<file path="config.mk">
export PLATFORM = sky130hd
export DESIGN_NAME = cam_init_seq
export DESIGN_NICKNAME = d
export VERILOG_FILES = /design/src/common/sccb_pkg.sv /design/src/common/cam_cfg_pkg.sv /design/src/rtl/cam_init_seq.sv
export SDC_FILE = /design/constraint.sdc
export NUM_CORES = 1
export LEC_CHECK = 0
export ABC_AREA = 1
export BUFFER_PORTS_ARGS = -buffer_cell sky130_fd_sc_hd__clkbuf_2
export CORE_ASPECT_RATIO = 0.7
export CORE_MARGIN = 2
export CORE_UTILIZATION = 52
export DETAILED_ROUTE_END_ITERATION = 7
export PLACE_DENSITY = 0.89
export SLEW_MARGIN = 20
export SYNTH_ARGS = -nofsm -noshare
export SYNTH_HDL_FRONTEND = slang
export SYNTH_SLANG_ARGS = --single-unit
</file>
<file path="constraint.sdc">
create_clock -name clk_100kHz -period 2.9 [get_ports clk_100kHz]
set_clock_uncertainty 0.05 [all_clocks]
set_input_delay 0.145 -clock clk_100kHz [delete_from_list [all_inputs] [get_ports clk_100kHz]]
set_output_delay 0.145 -clock clk_100kHz [all_outputs]
set_load 0.05 [all_outputs]
</file>
<file path="src/common/sccb_pkg.sv">
package sccb_pkg;

        // one byte on the wire
        typedef logic [7:0] sccb_byte_t;

        // primitives the byte engine understands
        typedef enum logic [2:0] {
                idle,
                start,
                write_byte,
                read_byte_nack,
                stop
        } sccb_cmd_e;

        // 50 us scl half period in clocks
        localparam int half_bit_cycles = 5;
        localparam int half_cnt_w = $clog2(half_bit_cycles);

        typedef logic [half_cnt_w-1:0] half_cnt_t;

endpackage

</file>
<file path="src/common/cam_cfg_pkg.sv">
package cam_cfg_pkg;

        typedef logic [7:0] reg_addr_t;
        typedef logic [7:0] reg_val_t;
        typedef logic [4:0] cfg_idx_t;

        localparam int cfg_entries = 32;

        // read address is this with bit 0 set
        localparam logic [7:0] device_addr = 8'h42;

        localparam reg_addr_t reg_com7 = 8'h12;
        localparam reg_val_t reset_cmd = 8'h80; // soft reset bit in com7
        localparam reg_addr_t reg_ver = 8'h0B;
        localparam reg_addr_t reg_pid = 8'h0A;

        // delay kinds between transactions
        typedef enum logic [1:0] {
                gap_byte,
                gap_cfg,
                gap_settle
        } gap_e;

        typedef logic [12:0] gap_cnt_t;

        // 100 us, 2 ms, 50 ms
        localparam gap_cnt_t gap_cycles [0:2] = '{13'd10, 13'd200, 13'd5000};

        // end of init report
        localparam logic [7:0] marker_cr = 8'h0D;
        localparam logic [7:0] marker_lf = 8'h0A;

endpackage

</file>
<file path="src/rtl/cam_init_seq.sv">
`timescale 1ns/100ps

module cam_init_seq import sccb_pkg::*, cam_cfg_pkg::*; (
        input  logic       clk_100kHz,
        input  logic       rst_n,
        output sccb_cmd_e  cmd,
        output sccb_byte_t tx_byte,
        input  logic       done,
        input  sccb_byte_t rx_byte,
        output logic       gap_start,
        output gap_e       gap_kind,
        input  logic       gap_done,
        output cfg_idx_t   cfg_idx,
        input  reg_addr_t  cfg_addr,
        input  reg_val_t   cfg_val,
        output logic       new_data,
        output sccb_byte_t data,
        output logic       initialized
);

        typedef enum logic [3:0] {
                st_reset_wr,
                st_ver_addr,
                st_ver_read,
                st_pid_addr,
                st_pid_read,
                st_cfg,
                st_marker,
                st_final,
                st_idle
        } state_e;

        state_e state;
        logic [2:0] step; // primitive index inside a transaction
        logic [2:0] last_step;
        logic issue;
        logic is_read;
        sccb_cmd_e step_cmd;

        assign is_read = (state == st_ver_read) || (state == st_pid_read);
        assign last_step = (state == st_reset_wr || state == st_cfg) ? 3'd4 : 3'd3;

        always_comb begin
                if (step == 3'd0)
                        step_cmd = start;
                else if (step == last_step)
                        step_cmd = stop;
                else if (step == 3'd2 && is_read)
                        step_cmd = read_byte_nack;
                else
                        step_cmd = write_byte;
                if (issue)
                        cmd = step_cmd;
                else
                        cmd = idle;
        end

        always_comb begin
                case (step)
                3'd1: tx_byte = device_addr | {7'd0, is_read};
                3'd2: begin
                        case (state)
                        st_reset_wr: tx_byte = reg_com7;
                        st_ver_addr: tx_byte = reg_ver;
                        st_pid_addr: tx_byte = reg_pid;
                        default:     tx_byte = cfg_addr;
                        endcase
                end
                default: tx_byte = (state == st_reset_wr) ? reset_cmd : cfg_val;
                endcase
        end

        always_ff @(posedge clk_100kHz or negedge rst_n) begin
                if (!rst_n) begin
                        state <= st_reset_wr;
                        step <= '0;
                        issue <= 1'b1; // first start right out of reset
                        cfg_idx <= '0;
                        gap_start <= 1'b0;
                        gap_kind <= gap_byte;
                        new_data <= 1'b0;
                        data <= '0;
                        initialized <= 1'b0;
                end else begin
                        issue <= 1'b0;
                        gap_start <= 1'b0;
                        new_data <= 1'b0;
                        if (done) begin
                                if (step == last_step) begin
                                        gap_start <= 1'b1;
                                        if (state == st_reset_wr)
                                                gap_kind <= gap_settle;
                                        else if (state == st_cfg)
                                                gap_kind <= gap_cfg;
                                        else
                                                gap_kind <= gap_byte;
                                        if (is_read) begin
                                                new_data <= 1'b1;
                                                data <= rx_byte;
                                        end
                                end else begin
                                        step <= step + 3'd1;
                                        issue <= 1'b1;
                                end
                        end
                        if (gap_done) begin
                                step <= '0;
                                issue <= 1'b1;
                                case (state)
                                st_reset_wr: state <= st_ver_addr;
                                st_ver_addr: state <= st_ver_read;
                                st_ver_read: state <= st_pid_addr;
                                st_pid_addr: state <= st_pid_read;
                                st_pid_read: state <= st_cfg;
                                st_cfg: begin
                                        if (cfg_idx == cfg_idx_t'(cfg_entries - 1)) begin
                                                issue <= 1'b0;
                                                state <= st_marker;
                                                new_data <= 1'b1;
                                                data <= marker_cr;
                                                gap_start <= 1'b1;
                                                gap_kind <= gap_byte;
                                        end else begin
                                                cfg_idx <= cfg_idx + 1'b1;
                                        end
                                end
                                st_marker: begin
                                        issue <= 1'b0;
                                        state <= st_final;
                                        new_data <= 1'b1;
                                        data <= marker_lf;
                                        gap_start <= 1'b1;
                                        gap_kind <= gap_settle;
                                end
                                default: begin
                                        issue <= 1'b0;
                                        state <= st_idle;
                                        initialized <= 1'b1; // held until reset
                                end
                                endcase
                        end
                end
        end

endmodule

</file>
---- Word level (Yosys, flattened, before mapping) ----
Index checks and enable logic that the tools add are counted.
word-level totals
  bits of input ports ..................... 28
  memories kept ........................... 0
  RAM bits ................................ 0
  register bits after elaboration ......... 26
  bits in read-only memories .............. 0
  latch bits .............................. 0
  logic and storage cells ................. 79
  output and inout bits ................... 29
cells by class
  shift operators ......................... 0
  eq/ne operators ......................... 12
  multiplexer cells ....................... 42
  divide/modulo/power cells ............... 0
  bitwise operators ....................... 2
  $lt $le $gt $ge ......................... 0
  reductions and logical operators ........ 12
  add/sub/neg operators ................... 2
  $mul .................................... 0
operator list
  operator             number
  $mux 8               6
  $pmux 8 s2           2
  $pmux 4 s7           1
  $pmux 8 s3           1
  $mux 3               7
  $mux 1               15
  $eq 4x3->1 const B   3
  $mux 2               5
  $eq 4x2->1 const B   2
  $reduce_or 7->1      1
  $pmux 1 s2           3
  $reduce_and 2->1     3
  $add 5x1->5 const B  1
  $eq 5x5->1 const B   1
  $reduce_or 5->1      1
  $eq 4x1->1 const B   1
  $logic_not 4->1      1
  $mux 4               1
  $pmux 2 s2           1
  $add 3x1->3 const B  1
  $eq 3x1->1 const B   1
  $eq 3x2->1 const B   1
  $eq 3x3->1           1
  $logic_not 3->1      1
  7 further kinds      9

---- Logic depth before layout (Yosys ltp) ----
  depth in word-level cells ............... 9
  mapped depth ............................ 11
  gate-level depth less buffers ........... 11

---- Least setup slack after synthesis ----
No wires, ideal clock.
  path kind ............................... reg2out
  from .................................... reg state[1]
  to ...................................... out cmd[0]
  path buffers ............................ 0
  data required time ...................... 2,705 ps
  stages on the path, launching flop included .. 8
  setup slack ............................. 542 ps
  arrival time ............................ 2,163 ps
  cell sequence ........................... dfrtp_1 > nor2_1 > nand2_2 > nand3_1 > nand2_4 > inv_1 > nand3_1 > a21boi_0
between the ends
  cells in the longest elaborated chain, start to end .. 7
  elaborated cells between the ends (all ways) .. 13
ends and longest elaborated chain
  item                                                RTL line                                source
  from (decl)                                         cam_init_seq.sv:33                      state_e state;
  from (signal assigned)                              cam_init_seq.sv:75                      state <= st_reset_wr;
  from (signal assigned)                              cam_init_seq.sv:110                     st_reset_wr: state <= st_ver_addr;
  from (signal assigned)                              cam_init_seq.sv:111                     st_ver_addr: state <= st_ver_read;
  $eq 4x3->1, or another cell as far along            cam_init_seq.sv:41                      assign last_step = (state == st_reset_wr || state == st_cfg) ? 3'd4 : 3'd3;
  $logic_or 1x1->1 (on tied branches)                 cam_init_seq.sv:41, cam_init_seq.sv:40
  $mux 3 / $logic_and 1x1->1 (equally long branches)  cam_init_seq.sv:41, cam_init_seq.sv:48
  $eq 3x3->1 / $mux 1 (equally long branches)         cam_init_seq.sv:46, cam_init_seq.sv:48
  $mux 3 (*)                                          cam_init_seq.sv:46                      else if (step == last_step)
  $mux 3 (*)                                          cam_init_seq.sv:44                      if (step == 3'd0)
  $mux 3 (*)                                          cam_init_seq.sv:52                      if (issue)
  to (decl)                                           cam_init_seq.sv:6                       output sccb_cmd_e cmd,
Mark *: on every way between the ends. The rest lies on a longest branch, timed or not.

---- Worst setup path after layout ----
  from .................................... reg step[0]
  to ...................................... out tx_byte[0]
between the ends
  cells in the longest elaborated chain, start to end .. 2
  elaborated cells between the ends (all ways) .. 3
ends and longest elaborated chain
  item                                             RTL line             source
  from (decl)                                      cam_init_seq.sv:34   logic [2:0] step;
  from (signal assigned)                           cam_init_seq.sv:102  step <= step + 3'd1;
  $eq 3x2->1 / $eq 3x1->1 (equally long branches)  cam_init_seq.sv:59   case (step)
  $pmux 8 s2 (*)                                   cam_init_seq.sv:59
  to (decl)                                        cam_init_seq.sv:7    output sccb_byte_t tx_byte,
Marked as above.

==> metrics <==
Post-Place Worst Slack 0.947 ns; Synth top area share 41.5%; 1st-iter DRT viols approximately 70; Hold Crit Class input pin to flip-flop; final setup margin 0.640 ns; XOR/XNOR Fraction of Synth Area 1.74%; most common cell after layout, fill and taps aside clkbuf_2; Post-Route WL 3340 um; Vias/cell ~5; clock sinks 26; GR Layer Usage met3 5.31%; hold_sp rx_byte[5]; RSZ-0062 raised after global routing no; buffers added on ports 56; Max Slew Vio Count 0; Final period util between 70 and 80%; Die Area 3350 um^2; DRC Markers 0; HPWL after DPL around 2700 um; H-tree Lvls 1; fill count 234; Clock Path Buffers 2; Layout area overhead 26.2%; routability cong. around 0.8; met1 GRT Util approximately a third; Largest stage delay, worst path ~0.41 ns; GRT Resource Usage Total 22.4%; vias in the first global route approximately 1,400; main combinational cell family by area after synthesis simple AND/OR/NAND/NOR gates; Yosys warnings 0; die height 49.1 um; Reg2Reg Setup Slack 1.22 ns; placed inst area 1820 um^2; DR vias 1,435; hold path depth 3; fmax 442 MHz; Leakage 1.15 nW; total power between 1.5 and 2 mW; reg2reg start cfg_idx[0]$_DFFE_PN0P_; top cells by area, synth dfrtp_1 41%, nand2_1 12%, inv_1 7.5%; CTS Buf Count 3; slowest stage cell, crit path dfrtp_1; Skew-Pair Late Insertion Delay 0.27 ns; Crit Path Category flip-flop to primary output; ratio of cells with drive above 1 in the final layout approximately 30%; Avg WL per Cell 11.5 um; most used routing layer met2; proportion of synthesized area in mux cells 1.49%; Setup violations, final 0; status completed; Buf+Inv Stages, Crit Path 4; MaxCap Viol Count 0; most frequent cells in the layout 56 x clkbuf_2, 47 x nand2_1, 30 x inv_1; Post-Layout Cell Count around 290; crit path launch step[0]$_DFFE_PN0P_; grt ovf 0; TNS Setup 0 ns; row count 16; CP Cell Sequence inv_1 -> ha_1 -> nand2_1 -> inv_1 -> nor2_1 -> nand2_1 -> inv_1 -> nand2_1 -> o211ai_1 -> clkbuf_2; initial antenna violation count 0; final net count between 200 and 300; sequential area share after synthesis between 40% and 50%; critical path fanouts, max 8; met2 Usage GRT 35.1%; Tmin final 2.26 ns; Chip Width 68.4 um; post-synthesis simple-gate area fraction between 30 and 40%; first-pass GRT wire length 5830 um; post-synthesis compound-gate area fraction 9.05%; Synth Register Bits 26; synthesized area 1510 um^2; unique cell type count in the Yosys netlist 28; total core area 2780 um^2; count of boundary I/O pins 57; CTS root buffer clkbuf_8; Crit path required time 2.71 ns; Slew HR 59.0%; critical path launch point type flip-flop; diode count 0; initial core utilization 54.2%; CP top delay family buffers and inverters; Least-Margin Pin Slew 0.616 ns; Routed Antenna Nets 0; Design Area, Final 1900 um^2; Worst path depth 10; CP endpoint kind primary output; Reg clk slew, reported paths 0.09 ns; largest net degree at the start of global routing 27; VDD IR max 0.456 mV; cell taking the most area after synthesis dfrtp_1; R2R depth 9; drt first pass iters 4; Cells after DPL roughly 290; Final Hold Fails 0; mean post-synth cell area 7.73 um^2; worst path arrival time 2.07 ns; Mapped Cells between 150 and 200; adder-cell share of the synthesized area roughly 5.0%; CTS tree done; Power Density 1010 nW/um^2; post-synthesis net count 229
[worst reg2reg max path, cell delays in order, from the launching register on]
cell	delay [ns]
dfrtp_1	0.42
ha_1	0.21
inv_1	0.06
nor2_1	0.05
ha_1	0.20
nand3_1	0.16
nand2_1	0.08
inv_2	0.14
o21ai_0	0.11
o21ai_1	0.13
[per-layer routing]
layer | up-vias | part of all wire (%)
met1 | 644 | 48
met3 | 2 | 6.2
met2 | 48 | 45
met4 | 0 | 0.36
met5 | - | 0
li1 | 741 | -
[cells in the mapped netlist]
library cell / n
nand2_1: 47
a22oi_1: 2
o21ai_1: 1
inv_2: 2
dfrtp_1: 25
ha_1: 6
nand2_4: 1
a21oi_1: 2
a21o_1: 1
inv_1: 30
xnor2_1: 1
mux2_2: 2
nand3_1: 18
nor3_1: 1
xor2_1: 2
buf_6: 1
a21boi_0: 1
dfstp_2: 1
o21ai_0: 11
nor2_1: 24
a32o_1: 2
nor2_4: 1
a32oi_1: 1
nor2_2: 3
o211ai_1: 1
nand2_2: 4
nand4_1: 3
nand3_4: 1
[power by group]
part,internal (mW),switching [mW]
Sequential,0.480,0.0902
Combinational,0.250,0.802
Clock,0.185,0.112
[cell type report]
type | instances | area, um^2 | share of cell area (%)
Timing Repair Buffer | 57 | 290 | 15.3
Sequential cell | 26 | 652 | 34.3
Tap cell | 36 | 45.0 | 2.37
Clock buffer | 3 | 41.3 | 2.17
Inverter | 32 | 120 | 6.31
Clock inverter | 1 | 30.0 | 1.58
Multi-Input combinational cell | 136 | 724 | 38.1
[stage by stage]
stage | hold slack (ns) | utilization, %
2_1_floorplan | -0.201 | -
5_1_grt | 0.0684 | 68.4
4_1_cts | 0.0499 | 68.4
3_3_place_gp | 0.136 | 65.5
6_report | 0.0550 | 68.4
3_5_place_dp | 0.142 | 65.5
[flip-flops by register name, summed over array words and instances, names as in the netlist]
signal and count:
issue 1, initialized 1, cfg_idx 5, new_data 1, state 4, gap_kind 2, step 3, data 8
gap_start 1
[timing repair]
action	4_1_cts	5_1_grt
hold buffers	1	0
endpoints found under the hold margin	25	0
resized for setup	0	0
setup buffers	0	0
[worst paths after layout]
path,to
worst max-delay path,tx_byte[0]
worst min-delay path,data[5]$_DFF_PN0_
worst max register to register,gap_kind[1]$_DFF_PN0_
worst min register to register,initialized$_DFFE_PN0P_
max in group asynchronous,state[0]$_DFFE_PN0P_
min in group asynchronous,data[0]$_DFF_PN0_
[cell families after synthesis]
logic type      Yosys count
fa+ha+maj                 6
buf+inv                  33
flops                    26
xor+xnor                  3
compound gates           22
mux                       2
simple gates            103
Power figures use the tool's default switching activity.
