<file path="src/common/cam_cfg_pkg.sv">
package cam_cfg_pkg;

        typedef logic [7:0] reg_addr_t;
        typedef logic [7:0] reg_val_t;
        typedef logic [4:0] cfg_idx_t;

        localparam int cfg_entries = 32;

        // read address is this with bit 0 set
        localparam logic [7:0] device_addr = 8'h42;

        localparam reg_addr_t reg_com7 = 8'h12;
        localparam reg_val_t reset_cmd = 8'h80; // soft reset bit in com7
        localparam reg_addr_t reg_ver = 8'h0B;
        localparam reg_addr_t reg_pid = 8'h0A;

        // delay kinds between transactions
        typedef enum logic [1:0] {
                gap_byte,
                gap_cfg,
                gap_settle
        } gap_e;

        typedef logic [12:0] gap_cnt_t;

        // 100 us, 2 ms, 50 ms
        localparam gap_cnt_t gap_cycles [0:2] = '{13'd10, 13'd200, 13'd5000};

        // end of init report
        localparam logic [7:0] marker_cr = 8'h0D;
        localparam logic [7:0] marker_lf = 8'h0A;

endpackage

</file>
<file path="src/rtl/cfg_rom.sv">
`timescale 1ns/100ps

module cfg_rom import cam_cfg_pkg::*; (
        input  cfg_idx_t  cfg_idx,
        output reg_addr_t cfg_addr,
        output reg_val_t  cfg_val
);

        // register address in the upper byte, value in the lower
        always_comb begin
                case (cfg_idx)
                5'd0:  {cfg_addr, cfg_val} = 16'h3A04;
                5'd1:  {cfg_addr, cfg_val} = 16'h40D0;
                5'd2:  {cfg_addr, cfg_val} = 16'h1214; // qvga rgb
                5'd3:  {cfg_addr, cfg_val} = 16'h3280;
                5'd4:  {cfg_addr, cfg_val} = 16'h1716;
                5'd5:  {cfg_addr, cfg_val} = 16'h1804;
                5'd6:  {cfg_addr, cfg_val} = 16'h1902;
                5'd7:  {cfg_addr, cfg_val} = 16'h1A7B;
                5'd8:  {cfg_addr, cfg_val} = 16'h0306;
                5'd9:  {cfg_addr, cfg_val} = 16'h0C00;
                5'd10: {cfg_addr, cfg_val} = 16'h1500;
                5'd11: {cfg_addr, cfg_val} = 16'h3E00;
                5'd12: {cfg_addr, cfg_val} = 16'h703A; // scaling
                5'd13: {cfg_addr, cfg_val} = 16'h7135;
                5'd14: {cfg_addr, cfg_val} = 16'h7211;
                5'd15: {cfg_addr, cfg_val} = 16'h7300;
                5'd16: {cfg_addr, cfg_val} = 16'hA202;
                5'd17: {cfg_addr, cfg_val} = 16'h1181;
                5'd18: {cfg_addr, cfg_val} = 16'h7A20; // gamma curve
                5'd19: {cfg_addr, cfg_val} = 16'h7B1C;
                5'd20: {cfg_addr, cfg_val} = 16'h7C28;
                5'd21: {cfg_addr, cfg_val} = 16'h7D3C;
                5'd22: {cfg_addr, cfg_val} = 16'h7E55;
                5'd23: {cfg_addr, cfg_val} = 16'h7F68;
                5'd24: {cfg_addr, cfg_val} = 16'h8076;
                5'd25: {cfg_addr, cfg_val} = 16'h8180;
                5'd26: {cfg_addr, cfg_val} = 16'h8288;
                5'd27: {cfg_addr, cfg_val} = 16'h838F;
                5'd28: {cfg_addr, cfg_val} = 16'h8496;
                5'd29: {cfg_addr, cfg_val} = 16'h85A3;
                5'd30: {cfg_addr, cfg_val} = 16'h86AF;
                5'd31: {cfg_addr, cfg_val} = 16'h87C4;
                endcase
        end

endmodule

</file>
<file path="config.mk">
export PLATFORM = sky130hd
export DESIGN_NAME = cfg_rom
export DESIGN_NICKNAME = d
export VERILOG_FILES = /design/src/common/cam_cfg_pkg.sv /design/src/rtl/cfg_rom.sv
export SDC_FILE = /design/constraint.sdc
export NUM_CORES = 1
export LEC_CHECK = 0
export BUFFER_PORTS_ARGS = -buffer_cell sky130_fd_sc_hd__buf_4
export CAP_MARGIN = 20
export CORE_AREA = 2 2 53 55
export DETAILED_ROUTE_END_ITERATION = 10
export DIE_AREA = 0 0 55 57
export RECOVER_POWER = 25
export SETUP_SLACK_MARGIN = 0.05
export SYNTH_ARGS = -nofsm -noshare
export SYNTH_HDL_FRONTEND = slang
export SYNTH_SLANG_ARGS = --single-unit
</file>
<file path="constraint.sdc">
create_clock -name vclk -period 1.4
set_input_delay 0.07 -clock vclk [all_inputs]
set_output_delay 0.07 -clock vclk [all_outputs]
set_load 0.05 [all_outputs]
</file>
After elaboration in Yosys (flattened, before gate mapping). Memories as Yosys holds them, arrays and structs flattened. Cells that the tools add are included.

Memories: 1. Bits in read-only memories: 512. Output and inout bits: 16. RAM bits: 0. Logic and storage cells: 1. Input bits: 5. Flip-flop bits (word level): 0. Latch bits: 0.

Reduce and logical (&&, ||, !) cells: 0. Multiplexer cells: 0. Bitwise logic cells: 0. Shift-type cells: 0. Equal/unequal tests: 0. Magnitude comparators: 0. Multiply operators: 0. Add/subtract/negate cells: 0. Div/mod/pow operators: 0.

Memory list: (no name shown) (words 32, width 16, read ports 1, clocked after memory_dff 0, write ports 0, line cfg_rom.sv:11) `case (cfg_idx)`.

Longest topological paths before layout. Gate-level depths: netlist of run 1. An unclocked memory read counts as a cell.

Word-level depth: 1. Gate-level depth with buffers: 7. Depth with buffers taken out: 6.

Worst setup path before layout of run 1. OpenSTA, ideal clock, no wires.

Path kind: input to output. From: in cfg_idx[0]. To: out cfg_val[1]. Required time: 1.330 ns. Path buffers: 1. Path slack: -1.194 ns. Arrival: 2.524 ns. Stages on the path: 6. Cell sequence: inv_1 > ha_1 > buf_2 > inv_1 > a21oi_1 > o311ai_0.

Longest elaborated chain between the ends: 1.

RTL lines: from (decl) (line cfg_rom.sv:4) `input cfg_idx_t cfg_idx,`; memory (32 x 16 bit); to (decl) (line cfg_rom.sv:6) `output reg_val_t cfg_val`.

No other way between the ends.

Worst setup path in the final report of run 1.
From: in cfg_idx[0]. To: out cfg_val[5].

Same word-level chain as after synthesis.

==> impl_results.rst, run 1 <==
.. list-table::
   :header-rows: 1

   * - Metric
     - Value
   * - Placement Cell Area
     - 1119 sq um
   * - Pwr/cell area
     - about 480 nW/um^2
   * - Total Routing Usage GR
     - between 10% and 20%
   * - Count of antenna diodes in the layout
     - 0
   * - Final routed wire length divided by cell count
     - about 13 microns
   * - Layout Cells excl Fill
     - 172
   * - Drc violations
     - 0
   * - F_max
     - around 750 MHz
   * - Normalized max-slew margin
     - 75.91%
   * - Synthesized area
     - approximately 730 sq um
   * - Cell chain of the critical path
     - buf_8 > inv_6 > buf_6 > ha_4 > inv_2 > mux4_2 > nand2_2 > o21ai_2 > buf_6
   * - Crit path DAT
     - ~1.3 ns
   * - Number of max-cap violations
     - 0
   * - Distinct cell type count of the synthesized netlist
     - 35
   * - Count of standard-cell rows
     - 19
   * - Remaining antenna violation count after routing
     - 0
   * - Synthesized netlist net count
     - between 100 and 150
   * - Setup TNS
     - 0 ns
   * - Antenna violations before repair
     - 0
   * - HPWL Detailed
     - roughly 1700 microns
   * - Placeable core region
     - ~2600 sq um
   * - Leakage Power
     - between 0.5 and 0.6 nW
   * - Height of the die
     - between 50 and 60 microns
   * - Final period util
     - 95.39%
   * - Yosys synthesis warning count
     - 0
   * - Crit-path max cell delay
     - between 0.4 and 0.5 ns
   * - Final hold violation count
     - 0
   * - Cell Count Post-Placement
     - approximately 170
   * - Vias in the first global route
     - between 800 and 900
   * - Detailed-route wire length
     - about 2300 microns
   * - Nets
     - approximately 160
   * - Max-slew violations
     - 0
   * - Pin count of the biggest net entering global routing
     - 19
   * - Crit start category
     - input pin
   * - Type of the most critical hold path
     - input pin to output port
   * - Area growth from synthesis to layout
     - 71.36%
   * - Min-Delay Endpoint
     - cfg_val[4]
   * - Critical path capture point type
     - output port
   * - Final critical-path required period
     - about 1.3 ns
   * - Number of vias in the routed layout
     - a little under 900
   * - X dimension of the die
     - between 50 and 60 microns
   * - Fraction of final layout cells with drive strength greater than 1
     - between 50 and 60%
   * - Count of port buffers added during placement
     - 21
   * - Fraction of the yosys area taken by sequential cells
     - 0%
   * - Crit Path Max Fanout
     - 4
   * - Flip-flop and latch area
     - 0 sq um
   * - Avg Synthesized Cell Area
     - 6.692 sq um
   * - Number of sequential storage elements
     - 0
   * - Setup repair after global routing missed its margin
     - yes
   * - Yosys top cell area share
     - roughly 17%
   * - Placer's final routability congestion estimate
     - between 0.8 and 0.9
   * - Worst Path Class, Setup
     - input pin to output port
   * - Number of detailed-route iterations in the first pass
     - 6
   * - Design area
     - roughly 1200 sq um
   * - Number of DRC violations after detailed-routing iteration 0
     - 34
   * - Setup Viol. Count Final
     - 0
   * - Layout clock buffer count
     - 0
   * - Congestion Overflow GR
     - 0
   * - First-pass GRT wire length
     - 3877 microns
   * - Post-synthesis instance total
     - between 100 and 150
   * - Leading cell types in the layout, fill and taps excluded
     - sky130_fd_sc_hd__buf_4 (28), sky130_fd_sc_hd__nand2_1 (12), sky130_fd_sc_hd__nor2_1 (11)
   * - Required time at the endpoint of the critical path
     - 1.33 ns
   * - Overall die area
     - approximately 3100 sq um
   * - Via count normalized by instance count
     - 5.163
   * - Hold path startpoint
     - cfg_idx[4]
   * - # hold bufs at CTS
     - 0
   * - Cell at the slowest stage of the critical path
     - sky130_fd_sc_hd__mux4_2
   * - Count of boundary I/O pins
     - 21
   * - Finished Core Util
     - a little under half
   * - Outcome
     - completed
   * - Measured slew at the worst slew-check pin
     - roughly 0.36 ns
   * - Most common cell after layout, fill and taps aside
     - sky130_fd_sc_hd__buf_4
   * - Initial Util
     - around 28%
   * - Maximum vdd ir drop
     - about 0.00028 V
   * - Cell taking the most area after synthesis
     - sky130_fd_sc_hd__ha_1
   * - Top cells by area in the synthesized netlist
     - sky130_fd_sc_hd__ha_1 (17%), sky130_fd_sc_hd__o21ai_0 (8.9%), sky130_fd_sc_hd__mux2i_1 (8.2%)
   * - CP most frequent cell
     - sky130_fd_sc_hd__buf_6
   * - Number of stages on the worst hold path
     - 3
[routing by layer]
metal,routed length (microns),GRT usage (%),up-vias
met5,0,0,-
met4,15,2.439,0
li1,-,-,458
met2,1193,25.00,18
met1,1032,23.91,410
met3,62,1.047,2
[cell usage after synthesis]
cell / n
sky130_fd_sc_hd__nand2_1: 14
sky130_fd_sc_hd__o21ai_0: 13
sky130_fd_sc_hd__nor2_1: 12
sky130_fd_sc_hd__ha_1: 10
sky130_fd_sc_hd__a21oi_1: 9
sky130_fd_sc_hd__mux2i_1: 6
sky130_fd_sc_hd__buf_2: 5
sky130_fd_sc_hd__inv_1: 4
sky130_fd_sc_hd__buf_4: 3
sky130_fd_sc_hd__nor2b_1: 3
sky130_fd_sc_hd__a22oi_1: 2
sky130_fd_sc_hd__mux4_2: 2
sky130_fd_sc_hd__o21ai_1: 2
sky130_fd_sc_hd__o22ai_1: 2
sky130_fd_sc_hd__o32ai_1: 2
sky130_fd_sc_hd__a21o_1: 1
sky130_fd_sc_hd__a221oi_2: 1
sky130_fd_sc_hd__a311oi_1: 1
sky130_fd_sc_hd__a32oi_1: 1
sky130_fd_sc_hd__and2_1: 1
sky130_fd_sc_hd__buf_6: 1
sky130_fd_sc_hd__clkinv_1: 1
sky130_fd_sc_hd__inv_2: 1
sky130_fd_sc_hd__inv_4: 1
sky130_fd_sc_hd__mux2_2: 1
sky130_fd_sc_hd__nand2b_1: 1
sky130_fd_sc_hd__nand3_1: 1
sky130_fd_sc_hd__nor3_1: 1
sky130_fd_sc_hd__o211ai_1: 1
sky130_fd_sc_hd__o21a_1: 1
sky130_fd_sc_hd__o311ai_0: 1
sky130_fd_sc_hd__o31ai_1: 1
sky130_fd_sc_hd__or4_1: 1
sky130_fd_sc_hd__xnor2_1: 1
sky130_fd_sc_hd__xor2_1: 1
[worst max-delay path: cells and delay by family]
family | cells | cell delay, ns
AOI/OAI and AO/OA | 1 | 0.06
muxes | 1 | 0.45
buffers and inverters | 5 | 0.46
and+or+nand+nor | 1 | 0.09
adders and majority gates | 1 | 0.13
[worst max path at each step]
stage / start / endpoint / slack, ns
after floorplan: cfg_idx[0] / cfg_val[2] / -0.19
after global placement: cfg_idx[0] / cfg_val[0] / -0.08
after detailed placement: cfg_idx[0] / cfg_val[0] / -0.12
after CTS: cfg_idx[1] / cfg_val[0] / 0.03
after global routing: cfg_idx[0] / cfg_val[5] / 0.02
final: cfg_idx[0] / cfg_val[5] / 0.06
[final cells by class]
type / instances / area [sq um]
Fill cell: 268 / 1365
Multi-Input combinational cell: 93 / 822.0
Timing Repair Buffer: 41 / 352.8
Tap cell: 31 / 38.79
Inverter: 7 / 36.28
[kinds of logic after synthesis]
family          count (synthesis)  share of synthesized area, %
mux                             9                         15.95
simple gates                   34                         20.07
compound gates                 38                         32.42
fa+ha+maj                      10                         17.15
buf+inv                        16                         12.00
xor+xnor                        2                         2.402
[where the power goes]
part	switching, mW	total, mW	leakage, nW	internal, mW
clock	0	0	0	0
combinational	0.366	0.599	0.520	0.232
sequential	0	0	0	0
total	0.366	0.599	0.520	0.232
[per-stage QoR]
step	setup WS (ns)	power [mW]	hold WS, ns
after CTS	0.02976	0.5945	0.5660
after global routing	0.01763	0.6383	0.5816
after floorplan	-0.1918	0.3902	0.3795
after detailed placement	-0.1207	0.5585	0.5598
after global placement	-0.07768	0.5536	0.5622
final	0.06460	0.5985	0.5614
[repair_timing]
item | in CTS | in global routing
pin swaps | 4 | 2
endpoints found under the setup margin | 8 | 9
setup buffers | 1 | 0
gates resized for setup | 24 | 9
Power figures use the tool's default switching activity.
==> run 2, diff against run 1 <==
Settings changed: CORE_AREA 2 2 53 55 to 2 2 43 45, DIE_AREA 0 0 55 57 to 0 0 45 47, PLACE_DENSITY set to 0.7, RECOVER_POWER 25 to 50.
==> impl_results.rst, run 2 (same netlist as run 1, synthesis figures left out) <==
.. list-table::
   :header-rows: 1

   * - Metric
     - Value
   * - Outcome
     - completed (unchanged)
   * - Crit path DAT
     - 1.29 ns (was 1.27 ns)
   * - Number of max-cap violations
     - 0 (unchanged)
   * - Maximum vdd ir drop
     - 0.0003683 V (was 0.0002771 V)
   * - Finished Core Util
     - 73.26% (was 47.80%)
   * - Count of standard-cell rows
     - 15 (was 19)
   * - Total Routing Usage GR
     - 21.82% (was 15.85%)
   * - Remaining antenna violation count after routing
     - 0 (unchanged)
   * - Initial Util
     - 44.17% (was 27.89%)
   * - Placer's final routability congestion estimate
     - 0.8371 (was 0.8880)
   * - Final critical-path required period
     - 1.359 ns (was 1.335 ns)
   * - Worst Path Class, Setup
     - input pin to output port (unchanged)
   * - Drc violations
     - 0 (unchanged)
   * - Vias in the first global route
     - 774 (was 845)
   * - Net switching share of the total power
     - 62.55% (was 61.23%)
   * - Setup repair after global routing missed its margin
     - yes (unchanged)
   * - Fraction of final layout cells with drive strength greater than 1
     - 51.43% (was 50.35%)
   * - Nets
     - 157 (was 158)
   * - Max-slew violations
     - 0 (unchanged)
   * - Height of the die
     - 47 microns (was 57 microns)
   * - Setup Viol. Count Final
     - 0 (unchanged)
   * - Count of port buffers added during placement
     - 21 (unchanged)
   * - Hold path startpoint
     - cfg_idx[4] (unchanged)
   * - Internal portion of total power
     - 0.2204 mW (was 0.2321 mW)
   * - Crit start category
     - input pin (unchanged)
   * - Min-Delay Endpoint
     - cfg_val[4] (unchanged)
   * - # fillers
     - 130 (was 268)
   * - Final hold violation count
     - 0 (unchanged)
   * - Count of boundary I/O pins
     - 21 (unchanged)
   * - Area growth from synthesis to layout
     - 65.87% (was 71.36%)
   * - Antenna violations before repair
     - 0 (unchanged)
   * - Normalized max-slew margin
     - 76.27% (was 75.91%)
   * - Number of stages on the worst hold path
     - 3 (unchanged)
   * - Final period util
     - 97.04% (was 95.39%)
   * - Congestion Overflow GR
     - 0 (unchanged)
   * - Number of vias in the routed layout
     - 924 (was 888)
   * - Detailed-route wire length
     - 2339 microns (was 2303 microns)
   * - X dimension of the die
     - 45 microns (was 55 microns)
   * - Final routed wire length divided by cell count
     - 14.90 microns (was 13.39 microns)
   * - Switching power of the nets
     - 0.3681 mW (was 0.3665 mW)
   * - Type of the most critical hold path
     - input pin to output port (unchanged)
   * - Required time at the endpoint of the critical path
     - 1.33 ns (about the same)
   * - Layout clock buffer count
     - 0 (unchanged)
   * - Leading cell types in the layout, fill and taps excluded
     - sky130_fd_sc_hd__buf_4 (26), sky130_fd_sc_hd__nand2_1 (12), sky130_fd_sc_hd__nor2_1 (11) (was sky130_fd_sc_hd__buf_4 (28), sky130_fd_sc_hd__nand2_1 (12), sky130_fd_sc_hd__nor2_1 (11))
   * - Part of the total power dissipated in the clock network
     - 0% (about the same)
   * - Measured slew at the worst slew-check pin
     - 0.3522 ns (was 0.3576 ns)
   * - Critical path capture point type
     - output port (unchanged)
   * - Final-layout worst hold slack
     - 0.6232 ns (was 0.5614 ns)
   * - Most common cell after layout, fill and taps aside
     - sky130_fd_sc_hd__buf_4 (unchanged)
   * - Flip-flop and latch area
     - 0 sq um (unchanged)
   * - Overall die area
     - 2115 sq um (was 3135 sq um)
   * - Count of antenna diodes in the layout
     - 0 (unchanged)
   * - Via count normalized by instance count
     - 5.885 (was 5.163)
   * - Leakage Power
     - 0.5099 nW (was 0.5204 nW)
   * - Pin count of the biggest net entering global routing
     - 23 (was 19)
   * - Share of power burned in combinational logic
     - 100.0% (about the same)
   * - Pwr/cell area
     - 486.4 nW/um^2 (was 478.8 nW/um^2)
   * - Placeable core region
     - 1652 sq um (was 2615 sq um)
   * - First-pass GRT wire length
     - 3525 microns (was 3877 microns)
   * - Number of detailed-route iterations in the first pass
     - 4 (was 6)
   * - HPWL Detailed
     - 1689 microns (was 1748 microns)
   * - Crit Path Max Fanout
     - 4 (unchanged)
   * - F_max
     - 736.0 MHz (was 748.8 MHz)
   * - Fraction of power consumed by sequential logic
     - 0% (about the same)
   * - Number of sequential storage elements
     - 0 (unchanged)
   * - Number of DRC violations after detailed-routing iteration 0
     - 28 (was 34)
run 2: repair_timing:
action | 4_1_cts | 5_1_grt
hold buffers | 0 | 0
setup endpoints to repair | 8 | 13
setup buffers | 0 | 1
pin swaps | 1 | 6
gates resized for setup | 15 | 22
run 2: power by group through the flow:
stage	Sequential [mW]	Combinational [mW]	Clock (mW)
floorplan	0	0.390	0
global placement	0	0.536	0
detailed placement	0	0.542	0
CTS	0	0.563	0
global route	0	0.622	0
finish	0	0.589	0
run 2: layer usage:
metal | up-vias | wire length (microns) | GRT usage (%)
met4 | 0 | 14 | 3.529
met2 | 36 | 1209 | 38.00
met3 | 2 | 128 | 1.538
met5 | - | 0 | 0
met1 | 429 | 987 | 30.05
li1 | 457 | - | -
run 2: worst max-delay path by stage:
stage	start	end	slack, ns	cells after the start
final	cfg_idx[0]	cfg_val[5]	0.04	9
after CTS	cfg_idx[0]	cfg_val[5]	0.02	9
after floorplan	cfg_idx[0]	cfg_val[2]	-0.19	6
after global placement	cfg_idx[0]	cfg_val[0]	-0.05	7
after detailed placement	cfg_idx[0]	cfg_val[0]	-0.08	7
after global routing	cfg_idx[0]	cfg_val[5]	0.01	9
run 2: area by class of cell:
cell class,instances,area (sq um),area share [%]
inverter,7,37.54,3.102
multi-input combinational,93,822.0,67.94
tap,17,21.27,1.758
timing repair buffer,40,329.1,27.20
run 2: stage by stage:
stage | TNS (ns) | setup WS (ns) | total power, mW | std cells | instance area [sq um]
finish | 0 | 0.04138 | 0.5886 | 157 | 1210
global route | 0 | 0.01026 | 0.6215 | 157 | 1210
CTS | 0 | 0.02357 | 0.5635 | 156 | 1116
detailed placement | -0.2111 | -0.08006 | 0.5425 | 156 | 1069
global placement | -0.05547 | -0.04641 | 0.5362 | 156 | 1069
floorplan | -0.3175 | -0.1918 | 0.3902 | 109 | 819.5
run 2: worst max-delay path, stage by stage:
cell                      delay (ns)
sky130_fd_sc_hd__buf_6          0.10
sky130_fd_sc_hd__inv_4          0.06
sky130_fd_sc_hd__buf_6          0.13
sky130_fd_sc_hd__ha_4           0.13
sky130_fd_sc_hd__inv_1          0.03
sky130_fd_sc_hd__mux4_2         0.46
sky130_fd_sc_hd__nand2_2        0.08
sky130_fd_sc_hd__o21ai_2        0.06
sky130_fd_sc_hd__buf_6          0.16
