[config.mk]
export PLATFORM = sky130hd
export DESIGN_NAME = gap_timer
export DESIGN_NICKNAME = d
export VERILOG_FILES = /design/src/common/cam_cfg_pkg.sv /design/src/rtl/gap_timer.sv
export SDC_FILE = /design/constraint.sdc
export NUM_CORES = 1
export LEC_CHECK = 0
export BUFFER_PORTS_ARGS = -buffer_cell sky130_fd_sc_hd__buf_2
export CORE_MARGIN = 2
export CORE_UTILIZATION = 60
export CTS_BUF_LIST = sky130_fd_sc_hd__clkbuf_4
export CTS_CLUSTER_SIZE = 30
export DETAILED_ROUTE_END_ITERATION = 16
export GPL_ROUTABILITY_DRIVEN = 0
export PLACE_DENSITY = 0.79
export SLEW_MARGIN = 20
export SYNTH_ARGS = -nofsm -noshare
export SYNTH_HDL_FRONTEND = slang
export SYNTH_SLANG_ARGS = --single-unit
export TNS_END_PERCENT = 10
[constraint.sdc]
create_clock -name clk_100kHz -period 2.4 [get_ports clk_100kHz]
set_input_delay 0.24 -clock clk_100kHz [delete_from_list [all_inputs] [get_ports clk_100kHz]]
set_output_delay 0.24 -clock clk_100kHz [all_outputs]
set_load 0.05 [all_outputs]
[src/common/cam_cfg_pkg.sv]
package cam_cfg_pkg;

        typedef logic [7:0] reg_addr_t;
        typedef logic [7:0] reg_val_t;
        typedef logic [4:0] cfg_idx_t;

        localparam int cfg_entries = 32;

        // read address is this with bit 0 set
        localparam logic [7:0] device_addr = 8'h42;

        localparam reg_addr_t reg_com7 = 8'h12;
        localparam reg_val_t reset_cmd = 8'h80; // soft reset bit in com7
        localparam reg_addr_t reg_ver = 8'h0B;
        localparam reg_addr_t reg_pid = 8'h0A;

        // delay kinds between transactions
        typedef enum logic [1:0] {
                gap_byte,
                gap_cfg,
                gap_settle
        } gap_e;

        typedef logic [12:0] gap_cnt_t;

        // 100 us, 2 ms, 50 ms
        localparam gap_cnt_t gap_cycles [0:2] = '{13'd10, 13'd200, 13'd5000};

        // end of init report
        localparam logic [7:0] marker_cr = 8'h0D;
        localparam logic [7:0] marker_lf = 8'h0A;

endpackage

[src/rtl/gap_timer.sv]
`timescale 1ns/100ps

module gap_timer import cam_cfg_pkg::*; (
        input  logic clk_100kHz,
        input  logic rst_n,
        input  logic gap_start,
        input  gap_e gap_kind,
        output logic gap_done
);

        gap_cnt_t cnt;
        logic busy;

        always_ff @(posedge clk_100kHz or negedge rst_n) begin
                if (!rst_n) begin
                        cnt <= '0;
                        busy <= 1'b0;
                end else if (gap_start) begin
                        cnt <= gap_cycles[gap_kind] - 1'b1;
                        busy <= 1'b1;
                end else if (busy) begin
                        if (cnt == '0)
                                busy <= 1'b0;
                        else
                                cnt <= cnt - 1'b1;
                end
        end

        // lands exactly gap_cycles after the strobe
        assign gap_done = busy && (cnt == '0);

endmodule

* Word-level counts from Yosys, hierarchy flattened
Index checks and enable logic that the tools add are counted.
** Word-level totals
- Input port bits :: 5
- Word-level logic and storage cells :: 20
- Register bits :: 14
** Cells by class
- Reductions and logical operators :: 4
- Add/subtract/negate cells :: 2
- Muxes and demuxes :: 9
- Order comparisons :: 1
- Bitwise gates (word level) :: 1
- Eq/ne operators :: 1
** Operators by type and width (number)
- $mux W13 :: 5
- $bmux W13 S2 :: 1
- $sub A13 B1 Y13 const B :: 2
- $logic_not A13 Y1 :: 1
- $ge A3 B3 Y1 const B :: 1
- $mux W1 :: 3
- $not A2 Y3 :: 1
- $ne A2 B2 Y1 const B :: 1
- $reduce_and A2 Y1 :: 1
- $reduce_bool A2 Y1 :: 1
- $logic_and A1 B1 Y1 :: 1

* Depth between registers and ports, before layout
Gate-level depths: netlist of the first run.
- Depth in word-level cells :: 6
- Mapped depth :: 6
- Mapped depth without buffers :: 6

* Least setup slack after synthesis of the first run
Ideal clock, no wire load.
- Path type :: reg2out
- Start point :: register cnt[9]
- End point :: output port gap_done
- Path slack :: 0.200 ns
- Stages on the path, launching flop included :: 4
- Required time :: 2.160 ns
- Buffers on the path :: 0
- Arrival time :: 1.960 ns
- Path through :: dfrtp_1 > or4_1 > or2_2 > nor2_1
** On the way
- Longest elaborated chain between the ends :: 2
** RTL lines
- start, declared :: RTL line gap_timer.sv:11 : gap_cnt_t cnt;
- start signal, assigned :: RTL line gap_timer.sv:19 : cnt <= gap_cycles[gap_kind] - 1'b1;
- start signal, assigned :: RTL line gap_timer.sv:25 : cnt <= cnt - 1'b1;
- $logic_not A13 Y1 :: RTL line gap_timer.sv:30 : assign gap_done = busy && (cnt == '0);
- $logic_and A1 B1 Y1 :: RTL line gap_timer.sv:30
- end, declared :: RTL line gap_timer.sv:8 : output logic gap_done
No other way between the ends.

* Worst setup path after layout of the first run
Same ends and word-level chain as after synthesis.

==> impl_results.rst, run 1 <==
.. list-table::
   :header-rows: 1

   * - Metric
     - Value
   * - Normalized max-slew margin
     - roughly 64%
   * - Met3 demand-to-capacity share in global routing
     - 4.49%
   * - Hold Fails Final Rpt
     - 0
   * - Clk buf depth
     - 2
   * - Antenna violations before repair
     - 0
   * - Number of flops mapped to enable cells by yosys
     - 0
   * - Overall die area
     - 0.00197 mm²
   * - CTS tree
     - done
   * - Predominant post-synthesis flop cell
     - sky130_fd_sc_hd__dfrtp_1
   * - Cell count after synthesis
     - 104
   * - Leakage power of the design
     - roughly 0.46 nW
   * - Share of synthesized area occupied by flip-flops and latches
     - 35.9%
   * - Final setup vio count
     - 0
   * - Sort of element at the start of the critical path
     - flop
   * - Layout Nets
     - between 100 and 150
   * - CP Capture Type
     - output pin
   * - Slew of the pin with the lowest slew margin
     - approximately 530 ps
   * - Run status
     - complete, no violations
   * - CTS Hold Buffers Added
     - 1
   * - Required time of the critical path
     - around 2200 ps
   * - Kind of cell adding the most delay to the critical path
     - simple AND/OR/NAND/NOR gates
   * - CP max stage delay
     - 630 ps
   * - Data arrival time of the critical path
     - 2050 ps
   * - Clock slew at reported path FFs
     - 80 ps
   * - Post-Syn Area per Cell
     - 9.40 µm²
   * - Filler instances
     - 124
   * - Antenna Cells
     - 0
   * - Largest fanout of any net on the critical path
     - 5
   * - Endpoint of the worst register-to-register path
     - cnt[2]$_DFFE_PN0P_
   * - Routed length per placed instance
     - 16.3 µm
   * - Total half-perimeter wirelength after legalization and detailed placement
     - between 1.5 and 2 mm
   * - Via count normalized by instance count
     - 6.95
   * - Number of register bits inferred by synthesis
     - 14
   * - Time the final worst path needs with I/O delays and setup
     - about 2300 ps
   * - Starting utilization of the core area
     - between 60 and 70%
   * - Fmax
     - about 440 MHz
   * - Launch point of the worst reg-to-reg path
     - cnt[2]$_DFFE_PN0P_
   * - Wirelength, routed
     - 2.11 mm
   * - Number of nets produced by synthesis
     - about 120
   * - Critical-path cell list
     - or4_1 > or2_2 > nor2_1 > buf_2
   * - Count of max-cap constraint violations
     - 0
   * - Async set or reset register ratio after synthesis
     - 100%
   * - Most congested layer reported by global routing
     - met2
   * - CP Depth
     - 4
   * - Grt ovf
     - 0
   * - Global routing usage summed across all routing layers
     - 24.6%
   * - Depth of the worst register-to-register path
     - 5
   * - Iter 0 DRT Violations
     - 23
   * - Die W
     - 44.4 µm
   * - Largest net degree at the start of global routing
     - 18
   * - Area overhead of the layout relative to synthesis
     - 9.60%
   * - Post_cts resized
     - 0
   * - Setup repair after global routing missed its margin
     - no
   * - Clock insertion delay at the later pin of the skew report
     - 280 ps
   * - Met1 layer usage reported by global route
     - a little over a third
   * - Global-route wire length before repair
     - 3.57 mm
   * - Setup TNS
     - 0 ps
   * - Vias in the first global route
     - 804
   * - Share of cells above drive strength 1
     - between 10% and 20%
   * - Number of core rows
     - 14
   * - Placed cell count
     - roughly 130
   * - Critical Path Sink
     - gap_done
   * - Antenna Violating Nets Remaining
     - 0
   * - Number of library cell types mapped by synthesis
     - 41
   * - Die extent in y
     - 44.4 µm
   * - Setup fix buffers added after clock tree synthesis
     - 0
   * - Crit path from
     - cnt[9]$_DFFE_PN0P_
   * - Final worst path period share
     - roughly 95%
   * - Depth of the CTS H-tree
     - 1
   * - Cell at the root of the clock tree
     - sky130_fd_sc_hd__clkbuf_4
   * - Via Count
     - roughly 900
   * - IO Pins
     - 6
   * - Start-to-end type of the worst setup path
     - reg -> out
   * - DRC Markers
     - 0
   * - Number of sinks handled by clock tree synthesis
     - 14
   * - Worst Skew
     - 3.59 ps
   * - Worst hold path type
     - in -> async
   * - Synthesis Warnings
     - 0
   * - Worst path slowest cell
     - sky130_fd_sc_hd__or4_1
   * - Count of TritonRoute iterations in the first routing pass
     - 4
   * - Met2 GRT Util
     - 38.2%
   * - PortBufs
     - 5
   * - Number of buffer and inverter instances along the worst setup path
     - 1
   * - Flop2flop setup slack
     - 140 ps
   * - Power per cell area
     - between 400 and 500 mW/mm²
   * - FF+latch area
     - 350 µm²
   * - Multi-input gate area
     - just under 600 µm²
   * - Clock buffers created by TritonCTS
     - 3
   * - Combined area of all synthesized cells
     - 977 µm²
   * - Core Box Area
     - 0.00152 mm²
   * - Finished Layout Cells
     - 129
   * - IR drop worst, VDD
     - 0.325 mV
   * - Number of max-slew violations in the final report
     - 0
==> sequential cells by signal (all words and copies together), names as in the netlist <==
name / flops
cnt: 13
busy: 1
==> synthesized netlist by cell type (3+ instances only) <==
master                     count  share of area, %
sky130_fd_sc_hd__ha_1          7               9.0
sky130_fd_sc_hd__inv_1         4               1.5
sky130_fd_sc_hd__xnor2_1       3               2.7
sky130_fd_sc_hd__or3_1         5               3.2
sky130_fd_sc_hd__nand2_1       3               1.2
sky130_fd_sc_hd__or2_2         4               2.6
sky130_fd_sc_hd__nor4_1        6               3.8
sky130_fd_sc_hd__clkbuf_1      3               1.2
sky130_fd_sc_hd__dfrtp_1      14                36
sky130_fd_sc_hd__nor2_1        9               3.5
sky130_fd_sc_hd__or4_1         6               4.6
sky130_fd_sc_hd__o21ai_0       4               2.0
==> stage by stage <==
| stage | util, % | cell area [µm²] | worst slack, ps | hold WS, ps | power (mW) |
|---|---|---|---|---|---|
| finish | 70.3 | 1070 | 109 | 375 | 0.524 |
| global placement | 68.1 | 1040 | 121 | 150 | 0.386 |
| global route | 70.3 | 1070 | 50.9 | 397 | 0.552 |
| detailed placement | 68.1 | 1040 | 74.9 | 156 | 0.392 |
| floorplan | - | 977 | 200 | -55.6 | 0.357 |
| CTS | 70.3 | 1070 | 115 | 368 | 0.526 |
==> cells in the final DEF (no fill, tap or decap), types with 2 or more instances in the layout <==
master                     count
sky130_fd_sc_hd__o311ai_0      2
sky130_fd_sc_hd__dfrtp_1      14
sky130_fd_sc_hd__inv_1         4
sky130_fd_sc_hd__nand3_1       2
sky130_fd_sc_hd__buf_4         5
sky130_fd_sc_hd__buf_2         5
sky130_fd_sc_hd__a31oi_1       2
sky130_fd_sc_hd__nor2_1        9
sky130_fd_sc_hd__clkbuf_4      3
sky130_fd_sc_hd__nor4_1        6
sky130_fd_sc_hd__or3_1         5
sky130_fd_sc_hd__o21ai_0       4
sky130_fd_sc_hd__or2_2         4
sky130_fd_sc_hd__ha_1          7
sky130_fd_sc_hd__a21boi_0      2
sky130_fd_sc_hd__a21oi_1       2
sky130_fd_sc_hd__xnor2_1       3
sky130_fd_sc_hd__mux2i_1       2
sky130_fd_sc_hd__nand2_1       3
sky130_fd_sc_hd__or4_1         6
sky130_fd_sc_hd__a22oi_1       2
==> power breakdown <==
| part | switching, mW | internal, mW | total (mW) | leakage (nW) |
|---|---|---|---|---|
| Sequential | 0.0232 | 0.257 | 0.280 | 0.167 |
| Clock | 0.0745 | 0.0583 | 0.133 | 0.0138 |
| Combinational | 0.0619 | 0.0487 | 0.111 | 0.275 |
==> logic make-up after synthesis <==
family | Yosys count | share of synthesized area, %
AO/OA/AOI/OAI | 26 | 20.7
XOR/XNOR | 4 | 3.59
adder cells (fa/ha/maj) | 7 | 8.96
buffers and inverters | 9 | 3.71
flip-flops | 14 | 35.9
multiplexers | 2 | 2.05
AND/OR/NAND/NOR | 42 | 25.1
==> worst register-to-register path: cells and delay by family, from the launching register on <==
family,cells,cell delay [ps]
AOI/OAI and AO/OA,2,720
DFF,1,420
buffers and inverters,1,240
and+or+nand+nor,2,730
==> final cells by class <==
cell class | count | share of cell area, %
flip-flops and latches | 14 | 32.7
multi-input cells | 81 | 55.1
repair buffers | 11 | 6.78
well taps | 16 | 1.87
clock buffers | 3 | 2.10
inverters | 4 | 1.40
==> worst min path at each step <==
| stage | cells past startpoint | end | start | slack, ps |
|---|---|---|---|---|
| after CTS | 2 | cnt[7]$_DFFE_PN0P_ | gap_start | 370 |
| after global placement | 1 | busy$_DFF_PN0_ | rst_n | 150 |
| final | 2 | cnt[7]$_DFFE_PN0P_ | rst_n | 380 |
| after global routing | 2 | cnt[3]$_DFFE_PN0P_ | gap_start | 400 |
| after detailed placement | 1 | busy$_DFF_PN0_ | rst_n | 160 |
| after floorplan | 0 | busy$_DFF_PN0_ | rst_n | -60 |
==> routing by layer <==
| layer | part of all wire, % | vias to the layer above |
|---|---|---|
| met2 | 47 | 43 |
| met1 | 45 | 427 |
| met4 | 0.66 | 0 |
| met3 | 7.3 | 2 |
| met5 | 0 | - |
| li1 | - | 424 |
Note: power is estimated with default switching activity, not from simulation.
==> run 2: changes to the inputs <==
Settings changed: CORE_UTILIZATION 60 to 40, PLACE_DENSITY 0.79 to not set.
==> impl_results.rst, run 2 (synthesized netlist as in run 1, its figures left out) <==
.. list-table::
   :header-rows: 1

   * - Metric
     - Value
   * - Highest metal layer used by the detailed router
     - met4
   * - Most flops, register
     - cnt
   * - Number of max-slew violations in the final report
     - 0 (unchanged)
   * - Leakage power of the design
     - 0.457 nW (+0.34%)
   * - Power per cell area
     - 491 mW/mm² (+0.44%)
   * - CP Capture Type
     - output pin
   * - Antenna Violating Nets Remaining
     - 0 (unchanged)
   * - Iter 0 DRT Violations
     - 19 (-17%)
   * - Internal
     - 367 µW (+0.69%)
   * - IO Pins
     - 6 (unchanged)
   * - Global-route wire length before repair
     - 3.80 mm (+6.4%)
   * - Pre-CTS setup slack
     - 52.6 ps (-22.3 ps)
   * - Detail Route met3 WL
     - 69 µm (-55%)
   * - Setup TNS
     - 0 ps (unchanged)
   * - CTS tree
     - done
   * - Length of routed met2 wiring
     - 1.08 mm (+9.3%)
   * - Clk network pwr share
     - 27.0% (+1.6 points)
   * - Commonest non-fill, non-tap cell in the layout
     - sky130_fd_sc_hd__dfrtp_1
   * - Part of the power in registers
     - 52.4% (-1.1 points)
   * - Critical-path cell list
     - or4_1 > or2_2 > nor2_1 > buf_2
   * - Sort of element at the start of the critical path
     - flop
   * - CP max stage delay
     - 620 ps (about the same)
   * - Required time of the critical path
     - 2160 ps (about the same)
   * - Largest fanout of any net on the critical path
     - 5 (unchanged)
   * - IR drop worst, VDD
     - 0.233 mV (-28%)
   * - Total half-perimeter wirelength after legalization and detailed placement
     - 1.67 mm (+7.5%)
   * - Via count normalized by instance count
     - 5.96 (-14%)
   * - Post-Route M1 WL
     - 1.11 mm (+16%)
   * - Start-to-end type of the worst setup path
     - reg -> out
   * - Comb pwr share
     - 20.6% (-0.5 points)
   * - Count of TritonRoute iterations in the first routing pass
     - 4 (unchanged)
   * - Depth of the CTS H-tree
     - 1 (unchanged)
   * - Starting utilization of the core area
     - 43.3% (-21 points)
   * - Worst path slowest cell
     - sky130_fd_sc_hd__or4_1
   * - Core Box Area
     - 0.00225 mm² (+48%)
   * - Number of buffer and inverter instances along the worst setup path
     - 1 (unchanged)
   * - Share of cells above drive strength 1
     - 16.7% (-0.15 points)
   * - Data arrival time of the critical path
     - 2050 ps (about the same)
   * - Switching share of power
     - 31.5% (+1.0 points)
   * - Layout Nets
     - 127 (unchanged)
   * - Clock slew at reported path FFs
     - 90 ps (about the same)
   * - Filler instances
     - 240 (+94%)
   * - Final worst path period share
     - 95.3% (-0.18 points)
   * - Post_cts resized
     - 0 (unchanged)
   * - Antenna Cells
     - 0 (unchanged)
   * - Slew of the pin with the lowest slew margin
     - 543 ps (+11.5 ps)
   * - Kind of cell adding the most delay to the critical path
     - simple AND/OR/NAND/NOR gates
   * - Clk buf depth
     - 2 (unchanged)
   * - Antenna violations before repair
     - 0 (unchanged)
   * - Vias in the first global route
     - 799 (-0.62%)
   * - Overall die area
     - 0.00285 mm² (+45%)
   * - Routed length per placed instance
     - 16.2 µm (-0.63%)
   * - Fmax
     - 437 MHz (+0.19%)
   * - Global routing usage summed across all routing layers
     - 18.8% (-5.9 points)
   * - Largest net degree at the start of global routing
     - 18 (unchanged)
   * - Registers with the highest flip-flop counts
     - cnt (13), busy (1)
   * - Worst Skew
     - 5.48 ps (+1.88 ps)
   * - Time the final worst path needs with I/O delays and setup
     - 2290 ps (-4.29 ps)
   * - Die W
     - 53.4 µm (+20%)
   * - Clock insertion delay at the later pin of the skew report
     - 290 ps (about the same)
   * - Final setup vio count
     - 0 (unchanged)
   * - Die extent in y
     - 53.4 µm (+20%)
   * - Count of max-cap constraint violations
     - 0 (unchanged)
   * - Max reg flops
     - 13 (unchanged)
   * - Worst hold path type
     - in -> async
   * - Number of sinks handled by clock tree synthesis
     - 14 (unchanged)
   * - Clock buffers created by TritonCTS
     - 3 (unchanged)
   * - Run status
     - complete, no violations
   * - Area overhead of the layout relative to synthesis
     - 11.5%
   * - Grt ovf
     - 0 (unchanged)
   * - DRC Markers
     - 0 (unchanged)
   * - Post-route worst setup slack
     - 114 ps (+4.29 ps)
   * - Setup repair after global routing missed its margin
     - no
   * - Most used cells in the layout excluding fill and tap cells
     - sky130_fd_sc_hd__dfrtp_1, sky130_fd_sc_hd__nor2_1, sky130_fd_sc_hd__ha_1, sky130_fd_sc_hd__nor4_1, sky130_fd_sc_hd__or4_1
   * - Number of core rows
     - 17 (+3)
   * - PortBufs
     - 5 (unchanged)
   * - Normalized max-slew margin
     - 63.4% (-0.78 points)
   * - Hold Fails Final Rpt
     - 0 (unchanged)
   * - Wirelength, routed
     - 2.31 mm (+9.4%)
   * - Cell at the root of the clock tree
     - sky130_fd_sc_hd__clkbuf_4
   * - Via Count
     - 846 (-5.6%)
   * - Net switching power of the design
     - 169 µW (+5.7%)
-- run 2: final timing paths --
kind | depth (start not counted) | endpoint | slack, ps | startpoint
setup reg to reg | 5 | cnt[2]$_DFFE_PN0P_ | 130 | cnt[2]$_DFFE_PN0P_
setup / recovery | 4 | gap_done | 110 | cnt[9]$_DFFE_PN0P_
hold reg to reg | 2 | cnt[6]$_DFFE_PN0P_ | 600 | cnt[6]$_DFFE_PN0P_
hold / removal | 2 | cnt[6]$_DFFE_PN0P_ | 370 | rst_n
min in group clk_100kHz | 3 | cnt[12]$_DFFE_PN0P_ | 370 | gap_start
max in group asynchronous | 2 | cnt[10]$_DFFE_PN0P_ | 1780 | rst_n
-- run 2: final cells by class --
| cell class | instances | area, µm² | area share [%] |
|---|---|---|---|
| clock buffers | 3 | 22.5 | 2.07 |
| clock inverters | 1 | 3.75 | 0.344 |
| inverters | 4 | 15.0 | 1.38 |
| multi-input cells | 81 | 591 | 54.2 |
| flip-flops and latches | 14 | 350 | 32.1 |
| well taps | 28 | 35.0 | 3.21 |
| repair buffers | 11 | 72.6 | 6.66 |
-- run 2: per-stage QoR --
step	utilization [%]	hold slack, ps	instances	cell area, µm²	power, mW
2_1_floorplan	-	-55.6	104	977	0.357
3_3_place_gp	46.7	154	137	1050	0.389
3_5_place_dp	46.7	156	137	1050	0.393
4_1_cts	48.3	365	142	1090	0.535
5_1_grt	48.3	380	142	1090	0.568
6_report	48.3	365	142	1090	0.535
-- run 2: power groups by stage --
| stage | sequential (mW) | clock [mW] | combinational (mW) |
|---|---|---|---|
| after detailed placement | 0.284 | 0 | 0.109 |
| after global placement | 0.283 | 0 | 0.106 |
| after floorplan | 0.277 | 0 | 0.0793 |
| after global routing | 0.285 | 0.159 | 0.124 |
| final | 0.281 | 0.144 | 0.110 |
| after CTS | 0.280 | 0.145 | 0.111 |
-- run 2: repair_timing --
action	4_1_cts	5_1_grt
buffers inserted	0	0
hold buffers	1	0
hold endpoints to repair	14	0
-- run 2: routing by layer --
metal / GRT usage [%] / vias to the layer above
li1: - / 421
met1: 25.9 / 404
met2: 29.0 / 16
met3: 1.69 / 5
met4: 8.97 / 0
met5: 0 / -
